--- src/decoder8b10b_macros.svh ---
`ifndef DECODER8B10B_MACROS_SVH
`define DECODER8B10B_MACROS_SVH

// ************************************************************
// Code group and byte widths
// ************************************************************

// Full TBI code group abcdei fghj
`define TBI_WIDTH 10
// First sub-block abcdei
`define SUB6_WIDTH 6
// Second sub-block fghj
`define SUB4_WIDTH 4
// Decoded byte HGFEDCBA
`define BYTE_WIDTH 8

// ************************************************************
// Reset values
// ************************************************************

// Both error flags stay set until the first decoded group
`define ERR_RESET_VALUE 1'b1
// Decoded byte after reset
`define BYTE_RESET_VALUE {`BYTE_WIDTH{1'b0}}

`endif

--- src/codeGroupPkg.sv ---
`default_nettype none

`include "decoder8b10b_macros.svh"

package codeGroupPkg;

  // 6-bit sub-block with bits a b c d e i from MSB down
  typedef logic [`SUB6_WIDTH-1:0] sub6_t;

  // 4-bit sub-block with bits f g h j from MSB down
  typedef logic [`SUB4_WIDTH-1:0] sub4_t;

  // Ten-bit code group as it arrives on the TBI
  // Bit a is sent first and sits at the MSB
  typedef struct packed {
    sub6_t abcdei;
    sub4_t fghj;
  } codeGroup_t;

  // Decoded byte with bits H G F E D C B A from MSB down
  // Low five bits are EDCBA (x), high three are HGF (y)
  typedef logic [`BYTE_WIDTH-1:0] decodedByte_t;

endpackage

`default_nettype wire

--- src/lineStatusPkg.sv ---
`default_nettype none

package lineStatusPkg;

  // Running disparity of the line
  // Encoding matches the disparity output bit
  typedef enum logic {
    RD_NEG = 1'b0,
    RD_POS = 1'b1
  } rdState_e;

  // Error status of one decoded code group
  typedef struct packed {
    // Illegal code group
    logic codingErr;
    // Legal group sent with the wrong running disparity
    logic disparityErr;
  } lineErr_t;

endpackage

`default_nettype wire

--- src/subBlockIf.sv ---
`timescale 1ns/10ps
`default_nettype none

// Sub-block classes shared by the mapper and both checkers
interface subBlockIf;

  // Ones count in abcd
  logic p22;
  logic p13;
  logic p31;

  // Balance classes of fghj
  logic fghjP13;
  logic fghjP31;
  logic fghj22;

  // Disparity of the 6-bit sub-block
  logic disp6p;
  logic disp6n;

  // Both sub-blocks unbalanced in the same direction
  logic subBlockConflict;

  modport source (
    output p22, p13, p31,
    output fghjP13, fghjP31, fghj22,
    output disp6p, disp6n, subBlockConflict
  );

  modport sink (
    input p22, p13, p31,
    input fghjP13, fghjP31, fghj22,
    input disp6p, disp6n, subBlockConflict
  );

endinterface

`default_nettype wire

--- src/codeViolationCheck.sv ---
`timescale 1ns/10ps
`default_nettype none

`include "decoder8b10b_macros.svh"

module codeViolationCheck
(
  input  wire                           RBYTECLK,
  input  wire                           reset,
  input  wire codeGroupPkg::codeGroup_t tbi_i,
  subBlockIf.sink                       sb_i,
  output logic                          codingErr_o
);

  logic a, b, c, d, e, i;
  logic f, g, h, j;
  logic cerr1, cerr2, cerr3, cerr4, cerr5, cerr6, cerr7, cerr8, cerr9;
  logic zerr2, zerr3;
  logic patentErr, subBlockErr;
  logic patentErrQ, subBlockErrQ;

  assign {a, b, c, d, e, i} = tbi_i.abcdei;
  assign {f, g, h, j} = tbi_i.fghj;

  // ************************************************************
  // Patent coding-error terms
  // ************************************************************

  // abcd all ones or all zeros
  assign cerr1 = (a & b & c & d) | (~a & ~b & ~c & ~d);
  // Single one in abcd with ei low leaves too few ones
  assign cerr2 = sb_i.p13 & ~e & ~i;
  assign cerr3 = sb_i.p31 & e & i;
  // fghj all ones or all zeros
  assign cerr4 = (f & g & h & j) | (~f & ~g & ~h & ~j);
  // Run of five across the sub-block boundary
  assign cerr5 = (e & i & f & g & h) | (~e & ~i & ~f & ~g & ~h);
  assign cerr6 = (e & ~i & g & h & j) | (~e & i & ~g & ~h & ~j);
  // ei and ghj opposite is only legal behind a cde run
  assign cerr7 = ((e & i & ~g & ~h & ~j) | (~e & ~i & g & h & j)) &
                 ~((c & d & e) | (~c & ~d & ~e));
  // Alternate .7 without the matching abcd class
  assign cerr8 = ~sb_i.p31 & e & ~i & ~g & ~h & ~j;
  assign cerr9 = ~sb_i.p13 & ~e & i & g & h & j;

  assign patentErr = cerr1 | cerr2 | cerr3 | cerr4 | cerr5 |
                     cerr6 | cerr7 | cerr8 | cerr9;

  // ************************************************************
  // Sub-block disparity coding errors
  // ************************************************************

  // 1100 only follows a negative or balanced 6-bit block
  assign zerr2 = f & g & ~h & ~j & sb_i.disp6p;
  // 0011 only follows a positive or balanced 6-bit block
  assign zerr3 = ~f & ~g & h & j & sb_i.disp6n;

  assign subBlockErr = sb_i.subBlockConflict | zerr2 | zerr3;

  // Two parallel flag registers, merged at the output
  always_ff @(posedge RBYTECLK or negedge reset)
  begin
    if (!reset)
    begin
      patentErrQ   <= `ERR_RESET_VALUE;
      subBlockErrQ <= `ERR_RESET_VALUE;
    end
    else
    begin
      patentErrQ   <= patentErr;
      subBlockErrQ <= subBlockErr;
    end
  end

  assign codingErr_o = patentErrQ | subBlockErrQ;

  // An abcd in no ones-count class is all ones or all zeros
  // Such a group always reaches the output one cycle later
  abcdRunFlagged: assert property (@(posedge RBYTECLK) disable iff (!reset)
    !(sb_i.p22 || sb_i.p13 || sb_i.p31) |=> codingErr_o);

endmodule

`default_nettype wire

--- src/decoder8b10b.sv ---
`timescale 1ns/10ps
`default_nettype none

`include "decoder8b10b_macros.svh"

module decoder8b10b
(
  input  wire                    RBYTECLK,
  input  wire                    reset,
  input  wire [`TBI_WIDTH-1:0]   tbi_i,
  output logic                   kOut_o,
  output logic [`BYTE_WIDTH-1:0] ebi_o,
  output logic                   codingErr_o,
  output logic                   disparity_o,
  output logic                   disparityErr_o
);

  // Raw TBI group split into its sub-blocks
  codeGroupPkg::codeGroup_t tbiGroup;
  // Error status of the decoded group
  lineStatusPkg::lineErr_t  lineErr;

  subBlockIf sbBus ();

  assign tbiGroup = tbi_i;

  // ************************************************************
  // Decoder datapath
  // ************************************************************

  subBlockClassifier uClassifier (
    .tbi_i (tbiGroup),
    .sb_o  (sbBus)
  );

  symbolMapper uMapper (
    .RBYTECLK (RBYTECLK),
    .reset    (reset),
    .tbi_i    (tbiGroup),
    .sb_i     (sbBus),
    .ebi_o    (ebi_o),
    .kOut_o   (kOut_o)
  );

  codeViolationCheck uCodeCheck (
    .RBYTECLK    (RBYTECLK),
    .reset       (reset),
    .tbi_i       (tbiGroup),
    .sb_i        (sbBus),
    .codingErr_o (lineErr.codingErr)
  );

  disparityTracker uDispTracker (
    .RBYTECLK       (RBYTECLK),
    .reset          (reset),
    .sb_i           (sbBus),
    .tbi_i          (tbiGroup),
    .disparity_o    (disparity_o),
    .disparityErr_o (lineErr.disparityErr)
  );

  // Error flags leave as plain ports
  assign codingErr_o    = lineErr.codingErr;
  assign disparityErr_o = lineErr.disparityErr;

endmodule

`default_nettype wire

--- src/disparityTracker.sv ---
`timescale 1ns/10ps
`default_nettype none

`include "decoder8b10b_macros.svh"

module disparityTracker
(
  input  wire                           RBYTECLK,
  input  wire                           reset,
  subBlockIf.sink                       sb_i,
  input  wire codeGroupPkg::codeGroup_t tbi_i,
  output logic                          disparity_o,
  output logic                          disparityErr_o
);

  lineStatusPkg::rdState_e rdState, rdNext;

  logic rdPos;
  logic a, b, c, d, e, i, f, g;
  logic disp6a, disp6a2, disp6a0, disp6b;
  logic derr1, derr2, derr3, derr4, derr5, derr6, derr7, derr8;
  logic derr12, derr34, derr56, derr78;

  assign a = tbi_i.abcdei[5];
  assign b = tbi_i.abcdei[4];
  assign c = tbi_i.abcdei[3];
  assign d = tbi_i.abcdei[2];
  assign e = tbi_i.abcdei[1];
  assign i = tbi_i.abcdei[0];
  assign f = tbi_i.fghj[3];
  assign g = tbi_i.fghj[2];

  // Current disparity as a bit
  assign rdPos = (rdState == lineStatusPkg::RD_POS);

  // ************************************************************
  // Running disparity FSM
  // ************************************************************

  // Disparity after abcd, given the disparity at group start
  assign disp6a  = sb_i.p31 | (sb_i.p22 & rdPos);
  // Already two up after abcd
  assign disp6a2 = sb_i.p31 & rdPos;
  // Already two down after abcd
  assign disp6a0 = sb_i.p13 & ~rdPos;

  // Disparity at the end of the 6-bit sub-block
  // 000111 always ends positive and 111000 always ends negative
  assign disp6b = ((e & i & ~disp6a0) | (disp6a & (e | i)) | disp6a2 | (e & i & d)) &
                  (e | i | d);

  // Positive fghj sets RD+, balanced fghj keeps the 6-bit result
  always_comb
  begin
    if (sb_i.fghjP31 | (disp6b & sb_i.fghj22))
      rdNext = lineStatusPkg::RD_POS;
    else
      rdNext = lineStatusPkg::RD_NEG;
  end

  // ************************************************************
  // Disparity-error terms
  // ************************************************************

  // 6-bit block of the wrong sign
  assign derr1 = (rdPos & sb_i.disp6p) | (sb_i.disp6n & ~rdPos);
  // Still positive going into fg = 11
  assign derr2 = rdPos & ~sb_i.disp6n & f & g;
  assign derr3 = rdPos & a & b & c;
  assign derr4 = rdPos & ~sb_i.disp6n & sb_i.fghjP31;
  // Mirror terms for negative disparity
  assign derr5 = ~rdPos & ~sb_i.disp6p & ~f & ~g;
  assign derr6 = ~rdPos & ~a & ~b & ~c;
  assign derr7 = ~rdPos & ~sb_i.disp6p & sb_i.fghjP13;
  assign derr8 = sb_i.subBlockConflict;

  always_ff @(posedge RBYTECLK or negedge reset)
  begin
    if (!reset)
    begin
      rdState <= lineStatusPkg::RD_NEG;
      derr12  <= `ERR_RESET_VALUE;
      derr34  <= `ERR_RESET_VALUE;
      derr56  <= `ERR_RESET_VALUE;
      derr78  <= `ERR_RESET_VALUE;
    end
    else
    begin
      rdState <= rdNext;
      derr12  <= derr1 | derr2;
      derr34  <= derr3 | derr4;
      derr56  <= derr5 | derr6;
      derr78  <= derr7 | derr8;
    end
  end

  assign disparity_o    = rdPos;
  assign disparityErr_o = derr12 | derr34 | derr56 | derr78;

  // X on the TBI must not leak into the disparity state
  rdStateKnown: assert property (@(posedge RBYTECLK) disable iff (!reset)
    !$isunknown(rdState));

endmodule

`default_nettype wire

--- src/subBlockClassifier.sv ---
`timescale 1ns/10ps
`default_nettype none

module subBlockClassifier
(
  input  wire codeGroupPkg::codeGroup_t tbi_i,
  subBlockIf.source                     sb_o
);

  logic a, b, c, d, e, i;
  logic f, g, h, j;
  logic aEqB, cEqD, fEqG, hEqJ;
  logic p22, p13, p31;
  logic fghjP13, fghjP31;
  logic disp6p, disp6n;

  assign {a, b, c, d, e, i} = tbi_i.abcdei;
  assign {f, g, h, j} = tbi_i.fghj;

  // ************************************************************
  // abcd ones count
  // ************************************************************

  assign aEqB = (a == b);
  assign cEqD = (c == d);

  // Two ones in abcd
  assign p22 = (a & b & ~c & ~d) | (c & d & ~a & ~b) | (~aEqB & ~cEqD);
  // Single one in abcd
  assign p13 = (~aEqB & ~c & ~d) | (~cEqD & ~a & ~b);
  // Three ones in abcd
  assign p31 = (~aEqB & c & d) | (~cEqD & a & b);

  // ************************************************************
  // fghj balance
  // ************************************************************

  assign fEqG = (f == g);
  assign hEqJ = (h == j);

  // Negative 4-bit sub-block, one ones bit
  assign fghjP13 = (~fEqG & ~h & ~j) | (~hEqJ & ~f & ~g);
  // Positive 4-bit sub-block, three ones bits
  assign fghjP31 = (~fEqG & h & j) | (~hEqJ & f & g);

  // ************************************************************
  // 6-bit disparity and same-sign conflict
  // ************************************************************

  // ei pushes abcd to an unbalanced 6-bit result
  assign disp6p = (p31 & (e | i)) | (p22 & e & i);
  assign disp6n = (p13 & ~(e & i)) | (p22 & ~e & ~i);

  assign sb_o.p22     = p22;
  assign sb_o.p13     = p13;
  assign sb_o.p31     = p31;
  assign sb_o.fghjP13 = fghjP13;
  assign sb_o.fghjP31 = fghjP31;
  // Balanced fghj
  assign sb_o.fghj22  = (f & g & ~h & ~j) | (~f & ~g & h & j) | (~fEqG & ~hEqJ);
  assign sb_o.disp6p  = disp6p;
  assign sb_o.disp6n  = disp6n;

  // An unbalanced group never has two sub-blocks of the same sign
  assign sb_o.subBlockConflict = (disp6p & fghjP31) | (disp6n & fghjP13);

endmodule

`default_nettype wire

--- src/symbolMapper.sv ---
`timescale 1ns/10ps
`default_nettype none

`include "decoder8b10b_macros.svh"

module symbolMapper
(
  input  wire                        RBYTECLK,
  input  wire                        reset,
  input  wire codeGroupPkg::codeGroup_t tbi_i,
  subBlockIf.sink                    sb_i,
  output codeGroupPkg::decodedByte_t ebi_o,
  output logic                       kOut_o
);

  logic a, b, c, d, e, i;
  logic f, g, h, j;
  logic eEqI;
  logic cdeiOnes, cdeiZeros;
  logic p22acEqI, p22ancnEqI, p22bcEqI, p22bncnEqI;
  logic anbnenin, abei, p13dei, p13in, p13en, p31i;
  logic comp1, comp2, comp3, comp4, comp5, comp6, comp7;
  logic decA, decB, decC, decD, decE;
  logic decF, decG, decH;
  logic k28p;
  logic kA, kB, kC, kFlag;
  logic kFormOk;

  assign {a, b, c, d, e, i} = tbi_i.abcdei;
  assign {f, g, h, j} = tbi_i.fghj;

  assign eEqI      = (e == i);
  assign cdeiOnes  = c & d & e & i;
  assign cdeiZeros = ~c & ~d & ~e & ~i;

  // ************************************************************
  // 5b/6b decode
  // ************************************************************

  // Product terms where ABCDE differs from abcde
  assign p22acEqI   = sb_i.p22 & a & c & eEqI;
  assign p22ancnEqI = sb_i.p22 & ~a & ~c & eEqI;
  assign p22bcEqI   = sb_i.p22 & b & c & eEqI;
  assign p22bncnEqI = sb_i.p22 & ~b & ~c & eEqI;
  assign anbnenin   = ~a & ~b & ~e & ~i;
  assign abei       = a & b & e & i;
  assign p13dei     = sb_i.p13 & d & e & i;
  assign p13in      = sb_i.p13 & ~i;
  assign p13en      = sb_i.p13 & ~e;
  assign p31i       = sb_i.p31 & i;

  // Seven complement groups, each shared by several output bits
  assign comp1 = p22ancnEqI | p13en;
  assign comp2 = abei | cdeiZeros | p31i;
  assign comp3 = p31i | p22bcEqI | p13dei;
  assign comp4 = p22acEqI | p13en;
  assign comp5 = p13en | cdeiZeros | anbnenin;
  assign comp6 = p22ancnEqI | p13in;
  assign comp7 = p13dei | p22bncnEqI;

  // Selective inversion of abcde
  assign decA = a ^ (comp7 | comp1 | comp2);
  assign decB = b ^ (comp2 | comp3 | comp4);
  assign decC = c ^ (comp1 | comp3 | comp5);
  assign decD = d ^ (comp2 | comp4 | comp7);
  assign decE = e ^ (comp5 | comp6 | comp7);

  // ************************************************************
  // 3b/4b decode and K detection
  // ************************************************************

  // K28 in positive disparity flips the meaning of fghj for .1 .2 .5 .6
  assign k28p = cdeiZeros;

  assign decF = (j & ~f & (h | ~g | k28p)) | (f & ~j & (~h | g | ~k28p)) |
                (k28p & g & h) | (~k28p & ~g & ~h);
  assign decG = (j & ~f & (h | ~g | ~k28p)) | (f & ~j & (~h | g | k28p)) |
                (~k28p & g & h) | (k28p & ~g & ~h);
  assign decH = ((j ^ h) & ~((~f & g & ~h & j & ~k28p) | (~f & g & h & ~j & k28p) |
                             (f & ~g & ~h & j & ~k28p) | (f & ~g & h & ~j & k28p))) |
                (~f & g & h & j) | (f & ~g & ~h & ~j);

  // K28.x
  assign kA = cdeiOnes | cdeiZeros;
  // Kx.7 in positive and negative disparity
  assign kB = sb_i.p13 & ~e & i & g & h & j;
  assign kC = sb_i.p31 & e & ~i & ~g & ~h & ~j;
  assign kFlag = kA | kB | kC;

  always_ff @(posedge RBYTECLK or negedge reset)
  begin
    if (!reset)
    begin
      kOut_o <= 1'b0;
      ebi_o  <= `BYTE_RESET_VALUE;
    end
    else
    begin
      kOut_o <= kFlag;
      ebi_o  <= {decH, decG, decF, decE, decD, decC, decB, decA};
    end
  end

  // K28 needs a balanced abcd, and an all-equal fghj is never a K group
  assign kFormOk = (sb_i.p22 | ~kA) & (f | g | h | j) & ~(f & g & h & j);

  // Well-formed K groups only decode to K28.x or K23/K27/K29/K30.7
  kByteLegal: assert property (@(posedge RBYTECLK) disable iff (!reset)
    (kOut_o && $past(kFormOk)) |->
      ((ebi_o[4:0] == 5'd28) ||
       ((ebi_o[7:5] == 3'b111) && (ebi_o[4:0] inside {5'd23, 5'd27, 5'd29, 5'd30}))));

endmodule

`default_nettype wire

--- config.mk ---
export PLATFORM = sky130hd
export DESIGN_NAME = decoder8b10b
export DESIGN_NICKNAME = d
export VERILOG_FILES = /design/src/codeGroupPkg.sv /design/src/lineStatusPkg.sv /design/src/subBlockIf.sv /design/src/codeViolationCheck.sv /design/src/decoder8b10b.sv /design/src/disparityTracker.sv /design/src/subBlockClassifier.sv /design/src/symbolMapper.sv
export VERILOG_INCLUDE_DIRS = /design/src
export SDC_FILE = /design/constraint.sdc
export NUM_CORES = 1
export LEC_CHECK = 0
export BUFFER_PORTS_ARGS = -buffer_cell sky130_fd_sc_hd__buf_2
export CAP_MARGIN = 0
export CORE_ASPECT_RATIO = 0.6
export CORE_MARGIN = 2
export CORE_UTILIZATION = 56
export CTS_CLUSTER_DIAMETER = 150
export DETAILED_ROUTE_END_ITERATION = 7
export GPL_TIMING_DRIVEN = 0
export PLACE_DENSITY_LB_ADDON = 0.2
export SLEW_MARGIN = 20
export SYNTH_ARGS = -nofsm -noshare
export SYNTH_HDL_FRONTEND = slang
export SYNTH_SLANG_ARGS = --single-unit
--- constraint.sdc ---
create_clock -name RBYTECLK -period 1.53 [get_ports RBYTECLK]
set_input_delay 0.3825 -clock RBYTECLK [delete_from_list [all_inputs] [get_ports RBYTECLK]]
set_output_delay 0.3825 -clock RBYTECLK [all_outputs]
set_load 0.005 [all_outputs]
==> impl_results.md, run 1 <==
- Status: complete, but fails checks
- Failing checks: setup timing
- Synth Area in Adders: roughly 10%
- Layout cells sized above 1: 44.0%
- R2R setup slack: 440 ps
- Worst-Margin Slew: around 670 ps
- Final Hold Vio Count: 0
- Crit path required time: ~1700 ps
- Final setup fails: 14
- Main combinational cell family by area after synthesis: compound AO/OA/AOI/OAI gates
- First-pass GRT wire length: about 6500 microns
- Via/cell ratio: roughly 6.3
- Clock slew at reported path FFs: approximately 60 ps
- Clock Tree Root: clkbuf_8
- FF+latch count, synth: 16
- Max Fclk: 0.591 GHz
- Startpoint Class: input port
- Worst slack at placement: -615 ps
- # diodes: 0
- RSZ-0062 raised after global routing: yes
- Final WS setup: -161 ps
- Syn Area/Cell: slightly below 9 sq um
- Initial Util: just under 60%
- Compound-Gate Fraction of Synth Area: about 28%
- Library cells used by synthesis: 53
- Crit Path Class: input port to flop
- CTS Buf Count: 3
- Routed wire length: 4120 microns
- Worst VDD drop: approximately 0.00030 V
- Post-synthesis simple-gate area fraction: between 20% and 30%
- Crit path DAT: between 1500 and 2000 ps
- Worst Hold Class: input port to asynchronous set/reset pin
- Cell Area, Synth: 0.00146 sq mm
- Pleak: between 0.8 and 0.9 nW
- Row cnt: 14
- Fillers: ~150
- Switch Pwr: 467 uW
- GRT Util Overall: 27.4%
- Mapped Cells: ~170
- Switch share: 31.4%
- Max cap viols: 0
- Die Ht: 43.5 microns
- Core Area: between 0.002 and 0.0025 sq mm
- Initial antenna violation count: 0
- Seq pwr share: between 30% and 40%
- Final nets: approximately 230
- DR DRC count: 0
- Die X: 69.8 microns
- Yosys Warn Count: 0
- Post-layout util: around 82%
- Period utilization: 111%
- FF-to-FF Start: uDispTracker.disparity_o
- Iteration-0 DRC Markers: around 130
- Area share of xor/xnor cells in the synthesized design: under 10%
- Most common cell on crit path: buf_8
- DR WL/cell: around 17 microns
- Final setup TNS: -1240 ps
- Syn Nets: approximately 190
- Largest net degree at the start of global routing: 17
- Sink Count: 16
- Die ar.: 0.00304 sq mm
- H-tree depth: 1
- CTS tree: yes
- Reg2reg path depth: 3
- Slowest Stage Delay on Critical Path: roughly 270 ps
- Overall Power: 1.49 mW
- Clock Power Share: a little under a quarter
- Nature of the critical path endpoint: flop
- Max-slew headroom: 54.6%
- Tmin final: around 1700 ps
- I/O pins: 24
- Pwr dens: between 700 and 800 mW/mm^2
- Port-buffer cells: 23
- Worst clock skew: approximately 0.78 ps
- Area growth syn-to-layout: 40.5%
- Final count of pins violating max slew: 0
- Launch point of the worst path: tbi_i[6]
- Clock Latency Late Sink: approximately 240 ps
- Cell-internal power: about 1 mW
- Final ANT Viol Nets: 0
- Worst R2R End: uDispTracker.disparity_o
- Final GP Congestion: between 0.9 and 1
- CTS hold repair buffers: 0
- First-pass DRT Iterations: 5
- Critical-path maximum fanout: 8
- Comb power frac: around two fifths
- Critical-path cell list: buf_8 > buf_8 > inv_6 > ha_4 > nor3b_4 > a21oi_4 > o32a_1 > nand3_1 > a31oi_1
- Via Count: 1513
- Via count of the first global-routing pass: about 1300
- DP Wirelength: a little under 3000 microns
- Clk buf depth: 2
- Grt total ovfl: 0
- Slowest-stage cell, CP: o32a_1
- Mux cell area share after synthesis: 0.688%
- Post-synthesis sequential area ratio: ~28%
stage by stage:
stage | instances | hold slack, ps | area (sq um)
finish | 241 | 29.1 | 2040
global route | 241 | 50.1 | 2040
CTS | 238 | 36.3 | 1960
detailed placement | 223 | 298 | 1740
global placement | 223 | 280 | 1740
floorplan | 168 | 86.9 | 1580
synthesized netlist by cell type (all sizes together):
cell type  count  share of area (%)
nor2          19                4.9
ha            12                 10
nand2         11                2.8
o21ai         11                4.0
a21oi         10                4.2
buf           10                3.9
dfrtp         10                 17
inv           10                2.6
nand3          9                3.1
dfstp          6                 11
xnor2          5                3.0
a31oi          4                1.7
nor2b          4                1.9
nor3           4                2.4
nor3b          4                3.5
a211oi         3                2.4
a21o           3                1.5
a32oi          3                1.8
o31ai          3                2.5
a221oi         2                1.2
a22oi          2                1.0
and3           2               0.86
o211ai         2                1.4
o22ai          2               0.86
o32ai          2                1.2
or2            2               0.86
a2111oi        1               0.60
a311oi         1               0.60
a31o           1               0.60
and2           1               0.43
mux2i          1               0.69
nand2b         1               0.43
nand4          1               0.43
nor4b          1                1.0
o21ba          1               0.69
o221ai         1               0.60
o31a           1               0.60
o32a           1               0.69
or4            1               0.52
registers in the layout, indices dropped and copies added, names as in the netlist:
register	count
uDispTracker.derr12	1
uDispTracker.disparity_o	1
uDispTracker.derr78	1
uCodeCheck.subBlockErrQ	1
uMapper.ebi_o	8
uCodeCheck.patentErrQ	1
uMapper.kOut_o	1
uDispTracker.derr34	1
uDispTracker.derr56	1
power by group through the flow:
stage	logic [mW]	clock network [mW]	registers [mW]
floorplan	0.339	0	0.532
global placement	0.492	0	0.524
detailed placement	0.507	0	0.529
CTS	0.574	0.361	0.522
global route	0.655	0.381	0.528
finish	0.616	0.351	0.521
cell type report:
type / count / area [sq um] / share of cell area, %
multi-input cells: 132 / 1100 / 53.6
flip-flops and latches: 16 / 408 / 20.0
plain buffers: 9 / 103 / 5.02
well taps: 32 / 40.0 / 1.96
inverters: 10 / 67.6 / 3.30
clock buffers: 4 / 55.1 / 2.69
repair buffers: 38 / 275 / 13.5
metal layers:
metal,GRT usage (%),wire (microns),share of wire (%),up-vias
li1,-,-,-,694
met1,41.2,1740,42,698
met2,40.2,1800,44,111
met3,3.72,524,13,10
met4,10.8,57,1.4,0
met5,0,0,0,-
worst max-delay path by stage:
| stage | end | slack [ps] | cells after the start |
|---|---|---|---|
| after global placement | uDispTracker.derr12 | -560 | 8 |
| after global routing | uDispTracker.derr12 | -190 | 9 |
| after detailed placement | uDispTracker.derr12 | -620 | 8 |
| final | uDispTracker.derr12 | -160 | 9 |
| after CTS | uDispTracker.derr12 | -130 | 9 |
| after floorplan | uMapper.ebi_o[4] | -130 | 8 |
cells by family after synthesis:
logic type	Yosys count
AO/OA/AOI/OAI	54
XOR/XNOR	5
adder cells (fa/ha/maj)	12
buffers and inverters	20
flip-flops	16
multiplexers	1
AND/OR/NAND/NOR	60
worst max-delay path: cells and delay by family:
| kind | cells | cell delay [ps] |
|---|---|---|
| adder cells (fa/ha/maj) | 1 | 200 |
| AO/OA/AOI/OAI | 3 | 730 |
| buffers and inverters | 3 | 270 |
| AND/OR/NAND/NOR | 2 | 260 |
placed cells by master (no fill, tap or decap), types with 6 or more instances in the layout:
cell,netlist,layout
nor2_1,19,16
buf_2,6,21
nand2_1,11,11
buf_8,0,6
buf_4,3,14
dfstp_2,6,6
nand3_1,9,9
o21ai_0,9,8
a21oi_1,9,8
ha_1,12,8
dfrtp_1,10,10
repair_timing:
item / CTS / global route
gates resized for setup: 19 / 15
setup endpoints to repair: 15 / 15
setup buffers: 12 / 3
gates cloned: 0 / 0
pin swaps: 11 / 9
No activity file was read; power rests on OpenSTA's default activity.
==> inputs of run 2 (changes only) <==
--- a/config.mk
+++ b/config.mk
@@ -10,7 +10,7 @@
 export CAP_MARGIN = 0
 export CORE_ASPECT_RATIO = 0.6
 export CORE_MARGIN = 2
-export CORE_UTILIZATION = 56
+export CORE_UTILIZATION = 51
 export CTS_CLUSTER_DIAMETER = 150
 export DETAILED_ROUTE_END_ITERATION = 7
 export GPL_TIMING_DRIVEN = 0
==> constraint.sdc (replaced) <==
create_clock -name RBYTECLK -period 1.5 [get_ports RBYTECLK]
set_input_delay 0.375 -clock RBYTECLK [delete_from_list [all_inputs] [get_ports RBYTECLK]]
set_output_delay 0.375 -clock RBYTECLK [all_outputs]
set_load 0.005 [all_outputs]
==> run 2 against run 1 <==
  * The run still ends with setup timing left
  * Critical path depth did not move
  * Setup slack got worse by 73 ps
  * Total power up 8.2%
  * Clock skew is 1.5 ps higher
  * Sequential share of layout area is 1.6 points lower
  * Utilization grew 3.0 points
  * Wire length rose by 26%
  * First-iteration DRC count increased by 36%
  * Register-to-register slack lost 80 ps
  * Sequential cell count is the same
  * Critical path type unchanged
  * Largest cell class unchanged
==> impl_results.md, run 2 (synthesis results as in run 1) <==
- Critical Path Stages: 9 (unchanged)
- RSZ-0062 raised after global routing: yes
- # diodes: 0 (unchanged)
- Final WS setup: -234 ps (-73.1 ps)
- Worst-Margin Slew: 714 ps (+39.1 ps)
- CTS tree: yes
- Clock Power Share: 22.4% (-1.2 points)
- Clock Latency Late Sink: 240 ps (about the same)
- Launch point of the worst path: tbi_i[7]
- First-pass GRT wire length: 6840 microns (+5.1%)
- Final GP Congestion: 0.936 (-0.84%)
- Via Count: 1695 (+12%)
- Commonest non-fill, non-tap cell in the layout: buf_4
- Nature of the critical path endpoint: flop
- Final nets: 244 (+4.3%)
- Clk buf depth: 2 (unchanged)
- Biggest register: uMapper.ebi_o
- Switch Pwr: 529 uW (+13%)
- Final count of pins violating max slew: 0 (unchanged)
- Final Hold Vio Count: 0 (unchanged)
- Final setup TNS: -1960 ps (-720 ps)
- R2R setup slack: 360 ps (-80 ps)
- Critical-path maximum fanout: 7 (-1)
- CTS Buf Count: 3 (unchanged)
- Critical-path cell list: buf_8 > buf_12 > buf_4 > nor2_1 > a21oi_4 > buf_6 > o21ai_2 > nand2_1 > a31o_1
- Slowest Stage Delay on Critical Path: 310 ps (+40 ps)
- H-tree depth: 1 (unchanged)
- Clock Tree Root: clkbuf_8
- Max-slew headroom: 52.0% (-2.6 points)
- Via count of the first global-routing pass: 1422 (+6.0%)
- Iteration-0 DRC Markers: 178 (+36%)
- Layout cells sized above 1: 53.0% (+8.9 points)
- Max reg flops: 8 (unchanged)
- Reg2reg path depth: 3 (unchanged)
- Slowest-stage cell, CP: nor2_1
- DR DRC count: 0 (unchanged)
- Pwr dens: 724 mW/mm^2 (-0.57%)
- Via/cell ratio: 6.75 (+7.6%)
- Period utilization: 116%
- Worst clock skew: 2.26 ps (+1.47 ps)
- Final ANT Viol Nets: 0 (unchanged)
- DR WL/cell: 20.6 microns (+21%)
- Routed wire length: 5180 microns (+26%)
- First-pass DRT Iterations: 5 (unchanged)
- Failing checks: setup timing
- DP Wirelength: 2860 microns (-0.93%)
- Crit path required time: 1620 ps (-60 ps)
- Worst Hold Class: input port to asynchronous set/reset pin
- Crit Path Class: input port to flop
- Cell-internal power: 1.08 mW (+5.9%)
- Sink Count: 16 (unchanged)
- Die X: 73.0 microns (+4.5%)
- Crit path DAT: 1850 ps (about the same)
- Die ar.: 0.00331 sq mm (+9.1%)
- Worst VDD drop: 0.000438 V (+46%)
- I/O pins: 24 (unchanged)
- Final setup fails: 14 (unchanged)
- Comb power frac: 44.7% (+3.3 points)
- Startpoint Class: input port
- Core Area: 0.00261 sq mm (+4.9%)
- Most frequent cells in the layout: buf_4, buf_2, nor2_1
- Grt total ovfl: 0 (unchanged)
- Tmin final: about 1700 ps
- Largest net degree at the start of global routing: 17 (unchanged)
- GRT Util Overall: 27.4% (+0.070 points)
- Clock slew at reported path FFs: 60 ps (about the same)
- Die Ht: 45.4 microns (+4.3%)
- Initial antenna violation count: 0 (unchanged)
- Seq pwr share: 32.9% (-2.1 points)
- FF-to-FF Start: uDispTracker.disparity_o
- Fillers: 140 (-4.1%)
- Max Fclk: between 0.5 and 0.6 GHz
- Critical Path Sink: uDispTracker.disparity_o
- Pleak: 0.926 nW (+7.7%)
- Max cap viols: 0 (unchanged)
- Hold_ws: 20.1 ps (-8.94 ps)
- WP buf/inv: 4 (+1)
- Area growth syn-to-layout: 52.9%
- Status: complete, but fails checks
- Crit-path leading delay family: buffers and inverters
- Worst R2R End: uDispTracker.disparity_o
- Initial Util: 55.8% (-2.7 points)
- Switch share: 32.9% (+1.5 points)
- Port-buffer cells: 23 (unchanged)
- Row cnt: 14 (unchanged)
==> run 2: changes by cell type in the layout (fill, tap and decap cells not counted), sizes merged <==
cell / previous run / this run
buf: 47 / 57
==> run 2: what timing repair did <==
item | in CTS | in global routing
resized for setup | 34 | 25
hold buffers | 0 | 0
setup endpoints to repair | 15 | 16
pin swaps | 20 | 17
buffers inserted | 19 | 5
==> run 2: through the flow <==
step	instances	setup slack [ps]	power [mW]	util (%)	cell area, sq um
finish	251	-234	1.61	85.2	2220
global route	251	-239	1.68	85.2	2220
CTS	246	-160	1.51	79.2	2070
detailed placement	223	-634	1.05	66.5	1740
global placement	223	-622	1.04	66.5	1740
floorplan	168	-156	0.888	-	1580
==> run 2: final cells by class <==
| type | instances | area [sq um] | share of cell area [%] |
|---|---|---|---|
| multi-input cells | 132 | 1180 | 52.9 |
| flip-flops and latches | 16 | 408 | 18.3 |
| repair buffers | 47 | 365 | 16.4 |
| plain buffers | 10 | 114 | 5.12 |
| inverters | 10 | 65.1 | 2.92 |
| clock buffers | 4 | 55.1 | 2.47 |
| well taps | 32 | 40.0 | 1.80 |
==> run 2: worst reg2reg max path, delay by kind of cell (launching register included) <==
kind / cells / cell delay (ps)
AOI/OAI and AO/OA: 1 / 240
DFF: 1 / 460
and+or+nand+nor: 2 / 320
==> run 2: worst min path at each step <==
stage	start	endpoint	slack [ps]	depth (start not counted)
CTS	reset	uMapper.ebi_o[7]	20	1
detailed placement	reset	uMapper.ebi_o[7]	290	1
global placement	reset	uMapper.ebi_o[6]	280	1
floorplan	reset	uDispTracker.disparity_o	80	0
global route	reset	uMapper.ebi_o[5]	50	1
finish	reset	uMapper.ebi_o[7]	20	1
==> run 2: power by group through the flow <==
stage	logic [mW]	registers (mW)	clock network [mW]
after floorplan	0.346	0.542	0
after global placement	0.508	0.536	0
after detailed placement	0.514	0.537	0
after CTS	0.615	0.530	0.370
after global routing	0.760	0.539	0.385
final	0.719	0.530	0.361
==> run 2: metal layers <==
metal | track usage, % | part of all wire, %
met1 | 39.5 | 38
met5 | 0 | 0
met2 | 41.3 | 44
met3 | 5.53 | 14
met4 | 10.0 | 4.1
==> inputs of run 3 (changes only) <==
--- a/config.mk
+++ b/config.mk
@@ -10,11 +10,12 @@
 export CAP_MARGIN = 0
 export CORE_ASPECT_RATIO = 0.6
 export CORE_MARGIN = 2
-export CORE_UTILIZATION = 51
+export CORE_UTILIZATION = 60
 export CTS_CLUSTER_DIAMETER = 150
 export DETAILED_ROUTE_END_ITERATION = 7
 export GPL_TIMING_DRIVEN = 0
 export PLACE_DENSITY_LB_ADDON = 0.2
+export RECOVER_POWER = 50
 export SLEW_MARGIN = 20
 export SYNTH_ARGS = -nofsm -noshare
 export SYNTH_HDL_FRONTEND = slang
==> constraint.sdc (replaced) <==
create_clock -name RBYTECLK -period 2 [get_ports RBYTECLK]
set_input_delay 0.5 -clock RBYTECLK [delete_from_list [all_inputs] [get_ports RBYTECLK]]
set_output_delay 0.5 -clock RBYTECLK [all_outputs]
set_load 0.005 [all_outputs]
==> run 3 against run 2 <==
  * The flow now finishes without violations
  * First-iteration DRC count shrank 47%
  * Clock power shrank 23%
  * Critical path depth is the same
  * Sequential cell count is the same
  * Setup slack gained 330 ps
  * Largest cell class unchanged
  * Register-to-register slack gained 590 ps
  * Combinational power shrank 47%
  * Non-clock buffer count shrank 22
  * Count of clock-buffer cells in the layout is the same
  * Wire length shrank 30%
  * Critical path type unchanged
  * Final cell count shrank 9.6%
  * Total power shrank 34%
==> impl_results.md, run 3 (synthesis results as in run 1) <==
- CTS Buf Count: 3 (unchanged)
- Final WS setup: 94.7 ps (+329 ps)
- Worst-Margin Slew: 769 ps (+54.7 ps)
- Nature of the critical path endpoint: flop
- # diodes: 0 (unchanged)
- Max reg flops: 8 (unchanged)
- Crit Path Class: input port to flop
- Worst VDD drop: 0.000304 V (-30%)
- Startpoint Class: input port
- Period utilization: a little over nine tenths
- Port-buffer cells: 23 (unchanged)
- Clk buf depth: 2 (unchanged)
- Final setup fails: 0 (-14)
- Biggest register: uMapper.ebi_o
- Routed wire length: 3620 microns (-30%)
- Initial antenna violation count: 0 (unchanged)
- First-pass DRT Iterations: 5 (unchanged)
- Status: finished, final reports clean
- Layout cells sized above 1: 33.5% (-19 points)
- Row cnt: 13 (-1)
- Critical-path maximum fanout: 8 (+1)
- Max cap viols: 0 (unchanged)
- Pwr dens: 606 mW/mm^2 (-16%)
- Most frequent cells in the layout: buf_2, nor2_1, nand2_1
- Multi-input combinational cell area: 0.00100 sq mm (-15%)
- Clock Tree Root: clkbuf_8
- Final Hold Vio Count: 0 (unchanged)
- DR DRC count: 0 (unchanged)
- FF-to-FF Start: uDispTracker.disparity_o
- RSZ-0062 raised after global routing: no
- Tmin final: around 1900 ps
- H-tree depth: 1 (unchanged)
- Clock slew at reported path FFs: 60 ps (about the same)
- First-pass GRT wire length: 5730 microns (-16%)
- Worst clock skew: 4.80 ps (+2.54 ps)
- Iteration-0 DRC Markers: 95 (-47%)
- Worst Hold Class: input port to asynchronous set/reset pin
- Clock Latency Late Sink: 250 ps (about the same)
- Max Fclk: approximately 0.52 GHz
- Core Area: 0.00223 sq mm (-15%)
- Fin cells: 227 (-9.6%)
- Worst R2R End: uDispTracker.disparity_o
- Final setup TNS: 0 ps (+1960 ps)
- Reg2reg path depth: 3 (unchanged)
- CTS tree: yes
- Overall Power: 1.06 mW (-34%)
- Final nets: 222 (-9.0%)
- Sink Count: 16 (unchanged)
- Die ar.: 0.00285 sq mm (-14%)
- Final ANT Viol Nets: 0 (unchanged)
- Final GP Congestion: 0.956 (+2.1%)
- Commonest non-fill, non-tap cell in the layout: buf_2
- DR WL/cell: 15.9 microns (-23%)
- Initial Util: 65.3% (+9.5 points)
- Via count of the first global-routing pass: 1208 (-15%)
- Via Count: 1398 (-18%)
- Register area: 408 sq um (unchanged)
- Largest net degree at the start of global routing: 17 (unchanged)
- R2R setup slack: 950 ps (+590 ps)
- Via/cell ratio: 6.16 (-8.8%)
- Max-slew headroom: 48.8% (-3.2 points)
- Die Ht: 42.1 microns (-7.1%)
- Worst slack at placement: -492 ps (+142 ps)
- GRT Util Overall: 26.4% (-1.0 points)
- DP Wirelength: 2750 microns (-3.7%)
- Area growth syn-to-layout: 20.2%
- Fillers: 159 (+14%)
- I/O pins: 24 (unchanged)
- Crit path required time: 2170 ps (+550 ps)
- Grt total ovfl: 0 (unchanged)
- Final count of pins violating max slew: 0 (unchanged)
- Pleak: 0.738 nW (-20%)
- Post-Place Cells: 221 (-0.90%)
- Crit path DAT: 2070 ps (+220 ps)
- Die X: 67.6 microns (-7.4%)
-- run 3: worst max path at each step --
stage / startpoint / to / slack [ps] / cells past startpoint
6_report: tbi_i[8] / uMapper.ebi_o[4] / 90 / 9
5_1_grt: tbi_i[5] / uMapper.ebi_o[3] / 30 / 9
4_1_cts: tbi_i[8] / uDispTracker.derr12 / 7 / 9
3_5_place_dp: tbi_i[5] / uCodeCheck.patentErrQ / -490 / 9
3_3_place_gp: tbi_i[5] / uCodeCheck.patentErrQ / -500 / 9
2_1_floorplan: tbi_i[5] / uMapper.ebi_o[3] / 3 / 9
-- run 3: power by group --
| group | total (mW) | switching (mW) | internal, mW |
|---|---|---|---|
| Clock | 0.278 | 0.104 | 0.174 |
| Combinational | 0.383 | 0.215 | 0.168 |
| Sequential | 0.399 | 0.0158 | 0.383 |
| Total | 1.06 | 0.334 | 0.726 |
-- run 3: worst max-delay path, cell delays in order --
cell,delay [ps]
buf_2,110
buf_8,140
inv_2,60
ha_4,250
and2_4,170
o31ai_4,320
o221ai_2,150
nor3_2,210
xnor2_1,140
-- run 3: layer usage --
| layer | up-vias | share of wire (%) | GRT usage (%) |
|---|---|---|---|
| met3 | 4 | 13 | 7.26 |
| met1 | 626 | 46 | 42.0 |
| met4 | 0 | 0.50 | 4.90 |
| li1 | 672 | - | - |
| met2 | 96 | 41 | 34.9 |
| met5 | - | 0 | 0 |
-- run 3: layout make-up --
| type | count | area share (%) |
|---|---|---|
| Buffer | 9 | 4.08 |
| Clock buffer | 4 | 3.15 |
| Inverter | 10 | 2.29 |
| Multi-Input combinational cell | 132 | 57.4 |
| Sequential cell | 16 | 23.3 |
| Tap cell | 30 | 2.15 |
| Timing Repair Buffer | 26 | 7.65 |
-- run 3: through the flow --
stage          hold WS [ps]  utilization (%)  area [sq um]
2_1_floorplan           204                -          1470
3_3_place_gp            399             72.7          1620
3_5_place_dp            411             72.7          1620
4_1_cts                 145             75.3          1680
5_1_grt                 391             78.5          1750
6_report                299             78.5          1750
-- run 3: timing repair --
action,CTS,global route
setup buffers,0,3
resized for setup,3,14
endpoints found under the setup margin,5,11
hold buffers,0,0
pin swaps,1,7
